## src/verilog/pau_settings.svh

```systemverilog
////////////////////////////////////////////////////////////////////////////
// Width and size settings for the pointer authentication unit.
// Include this file in every module that sizes a port or register from
// these values; the include guard makes repeated inclusion harmless.
////////////////////////////////////////////////////////////////////////////

`ifndef PAU_SETTINGS_SVH
`define PAU_SETTINGS_SVH

// pointer and context width
`define PAU_PTR_W 32

// upper pointer bits that carry the tag
`define PAU_TAG_W 8

// number of 128-bit key slots
`define PAU_KEY_SLOTS 2

`endif

```

## src/verilog/pau_pkg.sv

```systemverilog
////////////////////////////////////////////////////////////////////////////
// Shared types of the pointer authentication unit: the request opcode
// and the state encoding of the mixing core.
////////////////////////////////////////////////////////////////////////////

`default_nettype none

package pau_pkg;

  // request opcode
  typedef enum logic {
    PAU_OP_SIGN = 1'b0,  // insert tag into upper pointer bits
    PAU_OP_AUTH = 1'b1   // check tag, return stripped pointer
  } pau_op_e;

  // mixing core states, one round per cycle
  typedef enum logic [2:0] {
    PAU_CS_INPUT  = 3'd0,
    PAU_CS_ROUND1 = 3'd1,
    PAU_CS_ROUND2 = 3'd2,
    PAU_CS_ROUND3 = 3'd3,
    PAU_CS_OUTPUT = 3'd4
  } pau_cipher_state_e;

endpackage

`default_nettype wire

```

## src/verilog/pau_decode.sv

```systemverilog
////////////////////////////////////////////////////////////////////////////
// Request front end: key slot storage, cipher block formation and the
// per-request state that the result stage needs once the tag is ready.
////////////////////////////////////////////////////////////////////////////

`default_nettype none

`include "pau_settings.svh"

module pau_decode import pau_pkg::*; (
  input  logic                               clk_i,
  input  logic                               rst_ni,
  // request
  input  logic                               req_valid_i,
  input  pau_op_e                            req_op_i,
  input  logic [$clog2(`PAU_KEY_SLOTS)-1:0]  req_key_slot_i,
  input  logic [`PAU_PTR_W-1:0]              req_ptr_i,
  input  logic [`PAU_PTR_W-1:0]              req_ctx_i,
  output logic                               req_ready_o,
  // key write
  input  logic                               key_we_i,
  input  logic [$clog2(`PAU_KEY_SLOTS)-1:0]  key_slot_i,
  input  logic [1:0]                         key_word_i,
  input  logic [31:0]                        key_wdata_i,
  // cipher input side
  output logic                               blk_valid_o,
  output logic [2*`PAU_PTR_W-1:0]            blk_data_o,
  output logic [127:0]                       blk_key_o,
  input  logic                               blk_ready_i,
  // state for the result stage
  output pau_op_e                            op_o,
  output logic [`PAU_TAG_W-1:0]              tag_in_o,
  output logic [`PAU_PTR_W-1:0]              ptr_o
);

  logic [127:0]            key_q [`PAU_KEY_SLOTS];
  logic [`PAU_PTR_W-1:0]   ptr_stripped;
  logic                    req_accept;
  pau_op_e                 op_q;
  logic [`PAU_TAG_W-1:0]   tag_in_q;
  logic [`PAU_PTR_W-1:0]   ptr_q;

  // canonical pointer has zero upper bits
  assign ptr_stripped = {{`PAU_TAG_W{1'b0}}, req_ptr_i[`PAU_PTR_W-`PAU_TAG_W-1:0]};

  assign req_ready_o = blk_ready_i;                // cipher is the only slot
  assign req_accept  = req_valid_i & blk_ready_i;

  assign blk_valid_o = req_valid_i;
  assign blk_data_o  = {req_ctx_i, ptr_stripped};  // context above pointer
  assign blk_key_o   = key_q[req_key_slot_i];

  // one 32-bit word per strobe, word 0 is least significant
  always_ff @(posedge clk_i or negedge rst_ni) begin
    if (!rst_ni) begin
      for (int i = 0; i < `PAU_KEY_SLOTS; i++) begin
        key_q[i] <= '0;
      end
    end else if (key_we_i) begin
      key_q[key_slot_i][key_word_i*32 +: 32] <= key_wdata_i;
    end
  end

  always_ff @(posedge clk_i or negedge rst_ni) begin
    if (!rst_ni) begin
      op_q <= PAU_OP_SIGN;
    end else if (req_accept) begin
      op_q <= req_op_i;
    end
  end

  // incoming tag and stripped pointer, held until the next accept
  always_ff @(posedge clk_i) begin
    if (req_accept) begin
      tag_in_q <= req_ptr_i[`PAU_PTR_W-1 -: `PAU_TAG_W];
      ptr_q    <= ptr_stripped;
    end
  end

  assign op_o     = op_q;
  assign tag_in_o = tag_in_q;
  assign ptr_o    = ptr_q;

  a_key_slot_range : assert property (
    @(posedge clk_i) disable iff (!rst_ni)
    key_we_i |-> (int'(key_slot_i) < `PAU_KEY_SLOTS)
  );

endmodule

`default_nettype wire

```

## src/verilog/pau_cipher.sv

```systemverilog
////////////////////////////////////////////////////////////////////////////
// Keyed mixing core. Captures a 64-bit block and a 128-bit key on the
// input handshake, runs three XOR rounds and presents the folded 32-bit
// word until the output handshake completes. Handles one block at a time.
////////////////////////////////////////////////////////////////////////////

`default_nettype none

`include "pau_settings.svh"

module pau_cipher import pau_pkg::*; (
  input  logic                      clk_i,
  input  logic                      rst_ni,
  input  logic [127:0]              key_i,
  input  logic [2*`PAU_PTR_W-1:0]   in_data_i,
  input  logic                      in_valid_i,
  output logic                      in_ready_o,
  output logic [`PAU_PTR_W-1:0]     out_data_o,
  output logic                      out_valid_o,
  input  logic                      out_ready_i
);

  pau_cipher_state_e        state_q, state_d;
  logic [127:0]             key_q, key_d;
  logic [2*`PAU_PTR_W-1:0]  data_q, data_d;

  always_comb begin
    state_d     = state_q;
    key_d       = key_q;
    data_d      = data_q;
    in_ready_o  = 1'b0;
    out_valid_o = 1'b0;
    out_data_o  = '0;

    unique case (state_q)
      PAU_CS_INPUT: begin
        in_ready_o = 1'b1;
        if (in_valid_i) begin
          data_d  = in_data_i;  // block and key captured together
          key_d   = key_i;
          state_d = PAU_CS_ROUND1;
        end
      end

      PAU_CS_ROUND1: begin
        data_d  = data_q ^ key_q[63:0];
        state_d = PAU_CS_ROUND2;
      end

      PAU_CS_ROUND2: begin
        data_d  = data_q ^ key_q[127:64];
        state_d = PAU_CS_ROUND3;
      end

      PAU_CS_ROUND3: begin
        data_d  = data_q ^ key_q[63:0];
        state_d = PAU_CS_OUTPUT;
      end

      PAU_CS_OUTPUT: begin
        // fold the two halves into one word
        out_data_o  = data_q[`PAU_PTR_W-1:0] ^ data_q[2*`PAU_PTR_W-1:`PAU_PTR_W];
        out_valid_o = 1'b1;
        if (out_ready_i) begin
          state_d = PAU_CS_INPUT;
        end
      end

      default: begin
        state_d = PAU_CS_INPUT;
      end
    endcase
  end

  always_ff @(posedge clk_i or negedge rst_ni) begin
    if (!rst_ni) begin
      state_q <= PAU_CS_INPUT;
    end else begin
      state_q <= state_d;
    end
  end

  always_ff @(posedge clk_i) begin
    key_q  <= key_d;
    data_q <= data_d;
  end

  // result must not move while the consumer stalls
  a_out_stable : assert property (
    @(posedge clk_i) disable iff (!rst_ni)
    (state_q == PAU_CS_OUTPUT && !out_ready_i)
      |=> (state_q == PAU_CS_OUTPUT && $stable(out_data_o))
  );

  // output rises four edges after its accept and nothing else gets accepted meanwhile
  a_single_slot : assert property (
    @(posedge clk_i) disable iff (!rst_ni)
    (out_valid_o && !$past(out_valid_o))
      |-> ($past(in_valid_i && in_ready_o, 4) &&
           !$past(in_ready_o, 1) && !$past(in_ready_o, 2) && !$past(in_ready_o, 3))
  );

endmodule

`default_nettype wire

```

## src/verilog/pau_result.sv

```systemverilog
////////////////////////////////////////////////////////////////////////////
// Response stage: inserts the tag for sign, checks and strips it for
// authenticate, and counts authenticate faults on completed responses.
////////////////////////////////////////////////////////////////////////////

`default_nettype none

`include "pau_settings.svh"

module pau_result import pau_pkg::*; (
  input  logic                    clk_i,
  input  logic                    rst_ni,
  // request state from decode
  input  pau_op_e                 op_i,
  input  logic [`PAU_TAG_W-1:0]   tag_in_i,
  input  logic [`PAU_PTR_W-1:0]   ptr_i,
  // cipher output side
  input  logic [`PAU_PTR_W-1:0]   cipher_data_i,
  input  logic                    cipher_valid_i,
  output logic                    cipher_ready_o,
  // response
  input  logic                    rsp_ready_i,
  output logic                    rsp_valid_o,
  output logic [`PAU_PTR_W-1:0]   rsp_ptr_o,
  output logic                    rsp_fault_o,
  output logic [7:0]              fault_count_o
);

  logic [`PAU_TAG_W-1:0]  tag;
  logic                   tag_mismatch;
  logic                   rsp_done;
  logic [7:0]             fault_cnt_q;

  assign tag          = cipher_data_i[`PAU_TAG_W-1:0];  // low bits of folded word
  assign tag_mismatch = (tag != tag_in_i);

  assign rsp_valid_o    = cipher_valid_i;
  assign cipher_ready_o = rsp_ready_i;
  assign rsp_done       = cipher_valid_i & rsp_ready_i;

  always_comb begin
    if (op_i == PAU_OP_SIGN) begin
      rsp_ptr_o = {tag, ptr_i[`PAU_PTR_W-`PAU_TAG_W-1:0]};
    end else begin
      rsp_ptr_o = ptr_i;  // already stripped in decode
    end
  end

  assign rsp_fault_o = cipher_valid_i & (op_i == PAU_OP_AUTH) & tag_mismatch;

  // saturating count of faulting authenticates
  always_ff @(posedge clk_i or negedge rst_ni) begin
    if (!rst_ni) begin
      fault_cnt_q <= '0;
    end else if (rsp_done && rsp_fault_o && fault_cnt_q != 8'hff) begin
      fault_cnt_q <= fault_cnt_q + 8'd1;
    end
  end

  assign fault_count_o = fault_cnt_q;

  // a completed sign response never moves the fault count
  a_no_sign_fault : assert property (
    @(posedge clk_i) disable iff (!rst_ni)
    (rsp_done && op_i == PAU_OP_SIGN) |=> (fault_cnt_q == $past(fault_cnt_q))
  );

endmodule

`default_nettype wire

```

## src/verilog/pau_top.sv

```systemverilog
////////////////////////////////////////////////////////////////////////////
// Pointer authentication unit top level. Connects the request decode,
// the mixing core and the response stage to the core-facing ports.
// Response is valid in the fourth cycle after a request is accepted.
////////////////////////////////////////////////////////////////////////////

`default_nettype none

`include "pau_settings.svh"

module pau_top import pau_pkg::*; (
  input  logic                               clk_i,
  input  logic                               rst_ni,
  // request
  input  logic                               req_valid_i,
  input  pau_op_e                            req_op_i,
  input  logic [$clog2(`PAU_KEY_SLOTS)-1:0]  req_key_slot_i,
  input  logic [`PAU_PTR_W-1:0]              req_ptr_i,
  input  logic [`PAU_PTR_W-1:0]              req_ctx_i,
  output logic                               req_ready_o,
  // key write
  input  logic                               key_we_i,
  input  logic [$clog2(`PAU_KEY_SLOTS)-1:0]  key_slot_i,
  input  logic [1:0]                         key_word_i,
  input  logic [31:0]                        key_wdata_i,
  // response
  input  logic                               rsp_ready_i,
  output logic                               rsp_valid_o,
  output logic [`PAU_PTR_W-1:0]              rsp_ptr_o,
  output logic                               rsp_fault_o,
  output logic [7:0]                         fault_count_o
);

  logic                     blk_valid;
  logic                     blk_ready;
  logic [2*`PAU_PTR_W-1:0]  blk_data;
  logic [127:0]             blk_key;
  pau_op_e                  op_q;
  logic [`PAU_TAG_W-1:0]    tag_in_q;
  logic [`PAU_PTR_W-1:0]    ptr_q;
  logic                     out_valid;
  logic                     out_ready;
  logic [`PAU_PTR_W-1:0]    out_data;

  pau_decode pau_decode_inst (
    .clk_i          (clk_i),
    .rst_ni         (rst_ni),
    .req_valid_i    (req_valid_i),
    .req_op_i       (req_op_i),
    .req_key_slot_i (req_key_slot_i),
    .req_ptr_i      (req_ptr_i),
    .req_ctx_i      (req_ctx_i),
    .req_ready_o    (req_ready_o),
    .key_we_i       (key_we_i),
    .key_slot_i     (key_slot_i),
    .key_word_i     (key_word_i),
    .key_wdata_i    (key_wdata_i),
    .blk_valid_o    (blk_valid),
    .blk_data_o     (blk_data),
    .blk_key_o      (blk_key),
    .blk_ready_i    (blk_ready),
    .op_o           (op_q),
    .tag_in_o       (tag_in_q),
    .ptr_o          (ptr_q)
  );

  pau_cipher pau_cipher_inst (
    .clk_i       (clk_i),
    .rst_ni      (rst_ni),
    .key_i       (blk_key),
    .in_data_i   (blk_data),
    .in_valid_i  (blk_valid),
    .in_ready_o  (blk_ready),
    .out_data_o  (out_data),
    .out_valid_o (out_valid),
    .out_ready_i (out_ready)
  );

  pau_result pau_result_inst (
    .clk_i          (clk_i),
    .rst_ni         (rst_ni),
    .op_i           (op_q),
    .tag_in_i       (tag_in_q),
    .ptr_i          (ptr_q),
    .cipher_data_i  (out_data),
    .cipher_valid_i (out_valid),
    .cipher_ready_o (out_ready),
    .rsp_ready_i    (rsp_ready_i),
    .rsp_valid_o    (rsp_valid_o),
    .rsp_ptr_o      (rsp_ptr_o),
    .rsp_fault_o    (rsp_fault_o),
    .fault_count_o  (fault_count_o)
  );

endmodule

`default_nettype wire

```

## config.mk

```make
export PLATFORM = sky130hd
export DESIGN_NAME = pau_top
export DESIGN_NICKNAME = d
export VERILOG_FILES = /design/src/verilog/pau_pkg.sv /design/src/verilog/pau_decode.sv /design/src/verilog/pau_cipher.sv /design/src/verilog/pau_result.sv /design/src/verilog/pau_top.sv
export VERILOG_INCLUDE_DIRS = /design/src /design/src/verilog
export SDC_FILE = /design/constraint.sdc
export NUM_CORES = 1
export LEC_CHECK = 0
export BUFFER_PORTS_ARGS = -buffer_cell sky130_fd_sc_hd__buf_4
export CAP_MARGIN = 20
export CORE_AREA = 2 2 120 122
export CTS_CLUSTER_DIAMETER = 50
export DETAILED_ROUTE_END_ITERATION = 7
export DIE_AREA = 0 0 122 124
export GPL_TIMING_DRIVEN = 0
export PLACE_DENSITY_LB_ADDON = 0.1
export SYNTH_ARGS = -nofsm -noshare
export SYNTH_HDL_FRONTEND = slang
export SYNTH_SLANG_ARGS = --single-unit
```

## constraint.sdc

```tcl
create_clock -name clk_i -period 2.7 [get_ports clk_i]
set_input_delay 0.27 -clock clk_i [delete_from_list [all_inputs] [get_ports clk_i]]
set_output_delay 0.27 -clock clk_i [all_outputs]
set_load 0.005 [all_outputs]
```

==> impl_metrics.ini, run 1 <==
[status]
status = complete, but fails checks
violations = hold timing

[pwr]
clkPwrFrac = 0.298
combPwrFrac = 0.260
intPower_uw = 5550
switchingPower_uw = 2330
p_leak_uw = 0.00354
p_seq_frac = 0.443
ir_worst_vdd_uv = 496
power.density_nw_per_um2 = 944
p_sw_frac = 0.295

[synth]
ys.flop_type = edfxtp_1
syn_inst = 540
synth.distinct_cells = 41
synth_edf_count = 80
synthTopCellsByArea = edfxtp_1 36%, dfrtp_1 28%, nand2_1 6.6%, o21ai_0 5.7%, mux2_2 5.5%
yosysMostFrequentCell = nand2_1
synth_common_cells = 118 x nand2_1, 80 x edfxtp_1, 76 x dfrtp_1, 76 x o21ai_0, 33 x mux2_2
synth_seq_cells = 156
async_reset_ff_frac = 0.487
yosysWarnings = 0
syn_area_per_cell_um2 = 12.4
yosysSeqAreaShare = 0.642
syn_area_um2 = 6700
syn_nets = 652
yosysTopAreaCellShare = 0.359
synth_top_cell_by_area = edfxtp_1

[cells_and_area]
fin_util = 0.608
fillers = 1152
drive_gt1_frac = 0.274
nets = 777
n_antenna_cell = 0
area_growth_pct = 24.5

[sta]
tns_ps = 0
rsz0062_at_grt = false
worst_slew_pin_slew_ps = 1010
finalHoldViolCount = 10
hold_slack_ps = -2.64
fin_skew_ps = 7.32
finalCriticalPeriod_ps = 2600
period_share = 0.963
drv_slew = 0
fmax_mhz = 385
setup-violations-final = 0
max_slew_margin = 0.325
worst_slack_ps = 99.3

[global_routing]
overflow = 0
grt_pass1_wl_mm = 22.4
grt_max_degree = 77
grt.total_usage = 0.197
antenna_found_initial = 0
grt_pass1_vias = 4320

[floorplanning]
rows = 43
dieWidth_um = 122
ios = 149
core_area_um2 = 13700
die_h_um = 124
start_util = 0.488
dieArea_um2 = 15100

[clocking]
path_clk_slew_ps = 60
clock-sinks = 156
insertion_delay_ps = 420
clockRootBuffer = clkbuf_16
ctsLongestPathBuffers = 2
cts_buffers = 17
htreeDepth = 4
hold_buffers = 0
tritoncts = built

[worst_setup_path]
path_cells = or3b_1 -> buf_6 -> inv_6 -> buf_8 -> nand4b_1 -> o311ai_4 -> o2111ai_4 -> and3_1 -> buf_4
cp.buffers_inverters = 4
worstReg2RegStart = pau_cipher_inst.state_q[0]$_DFFE_PN0P_
reg2reg_slack_ps = 400
cp-end-kind = output port
critical_path.max_fanout = 10
crit_family = simple AND/OR/NAND/NOR gates
slowest_stage = dfrtp_2
crit_required_ps = 2430
crit_path_start_kind = flip-flop
ff2ff_path_depth = 7
cp.arrival_ps = 2330
worstSetupPathType = flip-flop to output port
rr_endpoint = pau_cipher_inst.data_q[4]$_DFFE_PP_
max_stage_delay_ps = 410

[routing]
drt-total-wl_mm = 14.3
wl_per_cell_um = 16.6
vias = 4406
viasPerCell = 5.14
drt_iter0_markers = 269
final_antenna_net_count = 0
drc = 0
dr.pass1.iters = 5

[hold_path]
hold_path_class = primary input to asynchronous set/reset pin

[run]
max_cap_viol_count = 0

[placed_design]
io_buffer_count = 99
gp_congestion = 0.762
dpl.hpwl_mm = 9.96
preCtsSetupSlack_ps = 311
sequential cells by signal, indices dropped and copies added (netlist names):
name and cells:
pau_cipher_inst.data_q 16, pau_cipher_inst.key_q 32, pau_cipher_inst.state_q 3, pau_decode_inst.key_q 64, pau_decode_inst.op_o 1, pau_decode_inst.ptr_o 24
pau_decode_inst.tag_in_o 8, pau_result_inst.fault_count_o 8
how the worst max path moves through the flow:
stage	start	to	slack (ps)	cells after the start
floorplan	pau_cipher_inst.state_q[1]$_DFFE_PN0P_	pau_decode_inst.op_o$_DFFE_PN0P_	550	4
global placement	pau_cipher_inst.state_q[1]$_DFFE_PN0P_	pau_decode_inst.op_o$_DFFE_PN0P_	250	4
detailed placement	pau_cipher_inst.state_q[1]$_DFFE_PN0P_	rsp_fault_o	310	10
CTS	pau_cipher_inst.state_q[1]$_DFFE_PN0P_	rsp_fault_o	30	9
global route	pau_cipher_inst.state_q[1]$_DFFE_PN0P_	rsp_fault_o	9	9
finish	pau_cipher_inst.state_q[1]$_DFFE_PN0P_	rsp_fault_o	100	9
cells in the final DEF, fill, tap and decap left out, drive strengths merged, types with 3 or more instances in the layout:
cell,count
nand2,119
buf,113
o21ai,81
edfxtp,80
dfrtp,76
clkbuf,35
mux2,34
mux2i,16
xor2,16
xnor2,15
nor2,13
clkinv,8
nand4b,7
a21oi,7
nor2b,7
ha,6
nand3,6
nor3,5
inv,4
xnor3,3
and3,3
nor3b,3
nand4,3
o311ai,3
per-layer routing:
metal	GRT usage	part of all wire	up-vias
met5	0	0	-
met4	0.0776	0.018	0
met3	0.0462	0.055	19
met2	0.303	0.45	109
met1	0.274	0.47	2118
li1	-	-	2160
layout make-up:
type                            count  area [µm²]  share of cell area
Timing Repair Buffer              107         816              0.0978
Multi-Input combinational cell    359        2290               0.274
Inverter                            4        20.0             0.00240
Tap cell                          180         225              0.0270
Sequential cell                   156        4310               0.516
Clock buffer                       21         503              0.0603
Buffer                             20        95.1              0.0114
Clock inverter                     11        87.6              0.0105
kinds of logic (layout without fill, tap and decap cells):
group	Yosys count	count (layout)	synth area share
buf+inv	25	163	0.0179
simple gates	174	174	0.117
compound gates	95	95	0.0799
flops	156	156	0.642
xor+xnor	34	34	0.0506
fa+ha+maj	6	6	0.0112
mux	50	50	0.0810
per-stage QoR:
stage               std cells  total power (µW)  instance area, µm²  hold slack (ps)
finish                    858              7870                8340            -2.64
global route              858              8270                8340             2.40
CTS                       854              7880                8310             6.67
detailed placement        821              5520                7700              449
global placement          819              5410                7670              448
floorplan                 540              4790                6700            -25.6
what timing repair did:
action	in CTS	in global routing
setup buffers	2	4
setup endpoints to repair	1	1
pin swaps	6	0
resized for setup	1	3
power groups by stage:
stage               clock [µW]  combinational, µW  sequential [µW]
floorplan                    0               1340             3450
global placement             0               1900             3520
detailed placement           0               2000             3520
CTS                       2380               2010             3490
global route              2470               2260             3540
finish                    2340               2040             3480
No activity file was read; power rests on OpenSTA's default activity.
==> run 2: changes to the inputs <==
- CORE_AREA: 2 2 120 122 -> 2 2 119 121
- CTS_BUF_LIST: default -> sky130_fd_sc_hd__clkbuf_4 sky130_fd_sc_hd__clkbuf_8
- DIE_AREA: 0 0 122 124 -> 0 0 121 123
==> run 2 against run 1 <==
Compared with the run above:
- the flow now finishes without violations
- critical path depth unchanged
- combinational power grew 3%
- maximum frequency down 0.54%
- non-clock buffer count up 39
- clock skew increased by 2.1 ps
- utilization rose by 1.8 points
- global-route usage is 0.45 points higher
- hold slack better by 65 ps
- worst setup slack got worse by 14 ps
- sequential power is essentially flat
- largest power group unchanged
==> impl_metrics.ini, run 2 (same netlist as run 1, synthesis figures left out) <==
[status]
status = completed

[sta]
period_share = 0.968
finalHoldViolCount = 0
max_slew_margin = 0.296
tns_ps = 0
setup-violations-final = 0
fmax_mhz = 382
finalCriticalPeriod_ps = 2610
drv_slew = 0
hold_slack_ps = 62.6
fin_skew_ps = 9.41
rsz0062_at_grt = true
worst_slew_pin_slew_ps = 1050

[cells_and_area]
area_growth_pct = 27.2
layout_common_cells = 118 x nand2_1, 110 x buf_4, 80 x edfxtp_1
final_common_cell = nand2_1
n_antenna_cell = 0
regMostFlops = pau_decode_inst.key_q
fillers = 1075
largest_reg_flops = 64
nets = 816
fin_util = 0.626
drive_gt1_frac = 0.268

[worst_setup_path]
cp.arrival_ps = 2340
crit_required_ps = 2430
worstReg2RegStart = pau_cipher_inst.state_q[1]$_DFFE_PN0P_
critical_path.max_fanout = 7
cp-end-kind = output port
ff2ff_path_depth = 11
crit_path_start_kind = flip-flop
worstSetupPathType = flip-flop to output port
reg2reg_slack_ps = 290
rr_endpoint = pau_result_inst.fault_count_o[1]$_DFFE_PN0P_

[pwr]
finalPower_uw = 7290
ir_worst_vdd_uv = 347
p_leak_uw = 0.00362
power.density_nw_per_um2 = 855

[floorplanning]
dieArea_um2 = 14900
start_util = 0.492
core_area_um2 = 13600
ios = 149
dieWidth_um = 121
die_h_um = 123
rows = 43

[routing]
dr.pass1.iters = 4
drt-total-wl_mm = 14.4
final_antenna_net_count = 0
drt_iter0_markers = 367
drc = 0
vias = 4550
wl_per_cell_um = 16.0
viasPerCell = 5.07

[placed_design]
io_buffer_count = 99
dpl.hpwl_mm = 9.68
gp_congestion = 0.823

[global_routing]
grt_max_degree = 77
grt.total_usage = 0.202
grt_pass1_wl_mm = 22.7
grt_pass1_vias = 4369
overflow = 0
antenna_found_initial = 0

[hold_path]
hold_path_class = primary input to flip-flop
hold_depth = 2
holdPathEnd = pau_decode_inst.op_o$_DFFE_PN0P_
holdCritStartpoint = req_op_i

[run]
max_cap_viol_count = 0

[clocking]
insertion_delay_ps = 450
tritoncts = built
ctsLongestPathBuffers = 2
path_clk_slew_ps = 80
htreeDepth = 4
clockRootBuffer = clkbuf_8
cts_buffers = 17
clock-sinks = 156
==> run 2: cell count changes in the layout (fill, tap and decap cells not counted), sizes merged <==
cell,delta
clkinv,-2
bufinv,+1
clkinvlp,-2
dlygate4sd3,+34
buf,+5
inv,+3
==> run 2: cell type report <==
type | instances | area, µm² | share of cell area
buffer | 20 | 95.1 | 0.0112
clock buffer | 21 | 270 | 0.0317
clock inverter | 11 | 118 | 0.0138
inverter | 4 | 20.0 | 0.00235
multi-input combinational | 359 | 2290 | 0.269
sequential | 156 | 4310 | 0.505
tap | 180 | 225 | 0.0264
timing repair buffer | 146 | 1200 | 0.140
==> run 2: routing by layer <==
metal	vias to the layer above	global-route usage	wire [µm]
met2	126	0.309	6620
met3	12	0.0581	778
met1	2176	0.283	6780
met4	0	0.0581	176
met5	-	0	0
li1	2236	-	-
==> run 2: stage by stage <==
step / std cells / worst slack [ps] / instance area [µm²]
floorplan: 540 / 547 / 6700
global placement: 819 / 244 / 7670
detailed placement: 821 / 315 / 7700
CTS: 885 / 0.972 / 8420
global route: 897 / -34.3 / 8530
finish: 897 / 85.1 / 8530
==> run 2: timing repair <==
action / 4_1_cts / 5_1_grt
hold buffers: 32 / 2
pin swaps: 5 / 3
gates resized for setup: 2 / 4
hold endpoints to repair: 87 / 2
setup endpoints to repair: 1 / 1
setup buffers: 1 / 10
==> run 2: power breakdown <==
part           internal (µW)  total, µW  switching, µW
registers               3170       3480            310
logic                   1010       2100           1090
clock network            874       1710            838
total                   5060       7290           2230
==> run 2: worst max-delay path by stage <==
stage                                           startpoint                          endpoint  cells after the start
finish              pau_cipher_inst.state_q[1]$_DFFE_PN0P_                       rsp_fault_o                      9
floorplan           pau_cipher_inst.state_q[1]$_DFFE_PN0P_  pau_decode_inst.op_o$_DFFE_PN0P_                      4
global placement    pau_cipher_inst.state_q[1]$_DFFE_PN0P_  pau_decode_inst.op_o$_DFFE_PN0P_                      4
detailed placement  pau_cipher_inst.state_q[1]$_DFFE_PN0P_                       rsp_fault_o                     10
global route        pau_cipher_inst.state_q[1]$_DFFE_PN0P_                       rsp_fault_o                      9
CTS                 pau_cipher_inst.state_q[0]$_DFFE_PN0P_                       rsp_fault_o                      9
==> run 2: worst max-delay path: stages, from the launching register on <==
cell and delay, ps:
dfrtp_2 420, or3b_1 390, buf_6 150, inv_6 50, buf_8 110, nand4b_1 140
o311ai_4 130, o2111ai_4 190, and3_4 220, buf_6 110
==> run 3: changes to the inputs <==
- CTS_BUF_LIST: sky130_fd_sc_hd__clkbuf_4 sky130_fd_sc_hd__clkbuf_8 -> sky130_fd_sc_hd__clkbuf_4
==> run 3 against run 2 <==
Compared with the run above:
- design area rose by 0.84%
- utilization increased by 0.52 points
- first-iteration DRC count fell by 12%
- die area stayed put
- highest routed layer unchanged
- largest power group unchanged
- largest cell class unchanged
- hold slack got worse by 11 ps
- via count is 0.59% higher
- non-clock buffer count up 13
- sequential share of layout area down 0.43 points
==> impl_metrics.ini, run 3 (same netlist as run 1, synthesis figures left out) <==
[cells_and_area]
fin_util = 0.632
drive_gt1_frac = 0.268
n_antenna_cell = 0
layout_common_cells = 118 x nand2_1, 107 x buf_4, 80 x edfxtp_1
nets = 830
regArea_um2 = 4310
area_growth_pct = 28.3
regMostFlops = pau_decode_inst.key_q
multi_input_area_um2 = 2330
fillers = 1074
largest_reg_flops = 64
final_common_cell = nand2_1

[sta]
rsz0062_at_grt = true
period_share = 0.961
tns_ps = 0
setup-violations-final = 0
finalCriticalPeriod_ps = 2600
fin_skew_ps = 15.0
max_slew_margin = 0.319
fmax_mhz = 385
drv_slew = 0
finalHoldViolCount = 0
worst_slew_pin_slew_ps = 1020

[worst_setup_path]
crit_top_cell = buf_6
cp-end-kind = output port
worstSetupPathType = flip-flop to output port
max_stage_delay_ps = 420
crit_path_start_kind = flip-flop
ff2ff_path_depth = 6
slowest_stage = dfrtp_2
crit_required_ps = 2430
path_cells = or3b_1 -> buf_6 -> buf_6 -> a21oi_2 -> nor3_2 -> o2111ai_4 -> and3_4 -> buf_6
cp.arrival_ps = 2330
critical_path.max_fanout = 5

[clocking]
ctsLongestPathBuffers = 2
clockRootBuffer = clkbuf_4
path_clk_slew_ps = 120
cts_buffers = 17
htreeDepth = 4
insertion_delay_ps = 540
clock-sinks = 156
tritoncts = built

[global_routing]
grt_pass1_vias = 4448
grt_pass1_wl_mm = 22.8
grt_max_degree = 77
overflow = 0
grt.total_usage = 0.202
antenna_found_initial = 0

[floorplanning]
dieArea_um2 = 14900
rows = 43
start_util = 0.492
dieWidth_um = 121
ios = 149
core_area_um2 = 13600
die_h_um = 123

[routing]
viasPerCell = 5.02
wl_per_cell_um = 15.9
final_antenna_net_count = 0
drc = 0
drt-total-wl_mm = 14.5
dr.pass1.iters = 4
drt_iter0_markers = 322
vias = 4577

[pwr]
ir_worst_vdd_uv = 334
power.density_nw_per_um2 = 819
p_leak_uw = 0.00364

[placed_design]
io_buffer_count = 99
dpl.hpwl_mm = 9.68
gp_congestion = 0.823

[hold_path]
hold_path_class = primary input to flip-flop
hold_depth = 3

[run]
max_cap_viol_count = 0

[status]
status = completed
-- run 3: cell count changes in the layout (fill, tap and decap cells not counted), moves of 2 or more --
| cell | before | now |
|---|---|---|
| a21oi_1 | 7 | 3 |
| a21oi_2 | 0 | 4 |
| buf_4 | 110 | 107 |
| clkbuf_4 | 3 | 20 |
| clkbuf_8 | 18 | 0 |
| dlygate4sd3_1 | 34 | 50 |
| xnor2_1 | 15 | 13 |
| xnor2_2 | 0 | 2 |
-- run 3: worst paths after layout --
path	startpoint	end	slack [ps]
setup / recovery	pau_cipher_inst.state_q[1]$_DFFE_PN0P_	rsp_fault_o	100
hold / removal	key_wdata_i[2]	pau_decode_inst.key_q[130]$_DFFE_PN0P_	50
setup reg to reg	pau_cipher_inst.state_q[0]$_DFFE_PN0P_	pau_decode_inst.op_o$_DFFE_PN0P_	280
hold reg to reg	pau_decode_inst.key_q[193]$_DFFE_PN0P_	pau_decode_inst.key_q[193]$_DFFE_PN0P_	490
max in group asynchronous	rst_ni	pau_cipher_inst.state_q[0]$_DFFE_PN0P_	1640
min in group asynchronous	rst_ni	pau_decode_inst.key_q[164]$_DFFE_PN0P_	410
-- run 3: cell type report --
class	instances	area share
clock inverters	12	0.0141
inverters	4	0.00320
repair buffers	160	0.157
flip-flops and latches	156	0.501
well taps	180	0.0262
multi-input cells	359	0.271
plain buffers	19	0.00931
repair inverters	1	0.00102
clock buffers	20	0.0175
-- run 3: stage by stage --
step	instance area, µm²	setup WS [ps]	instances	power, µW	hold slack, ps
after floorplan	6700	547	540	4790	-25.6
after global placement	7670	244	819	5400	449
after detailed placement	7700	315	821	5490	449
after CTS	8480	27.6	904	6950	1.49
after global routing	8600	-45.7	911	7450	3.38
final	8600	105	911	7040	51.4
-- run 3: what timing repair did --
action | in CTS | in global routing
gates cloned | 0 | 1
pin swaps | 5 | 4
hold buffers | 48 | 2
gates resized for setup | 3 | 13
setup endpoints to repair | 1 | 1
endpoints found under the hold margin | 132 | 4
buffers inserted | 5 | 4
-- run 3: power breakdown --
group / internal, µW / total (µW) / switching, µW
sequential: 3170 / 3480 / 311
combinational: 1040 / 2190 / 1150
clock: 577 / 1370 / 797
total: 4780 / 7040 / 2260
-- run 3: per-layer routing --
layer | track usage | part of all wire | routed length, µm
met5 | 0 | 0 | 0
met4 | 0.0531 | 0.0094 | 136
met3 | 0.0526 | 0.048 | 696
met2 | 0.316 | 0.46 | 6680
met1 | 0.283 | 0.48 | 6970
-- run 3: critical path: cells and delay by family, from the launching register on --
kind	cells	cell delay [ps]
AO/OA/AOI/OAI	2	340
buffers and inverters	3	370
flip-flops	1	420
AND/OR/NAND/NOR	3	660
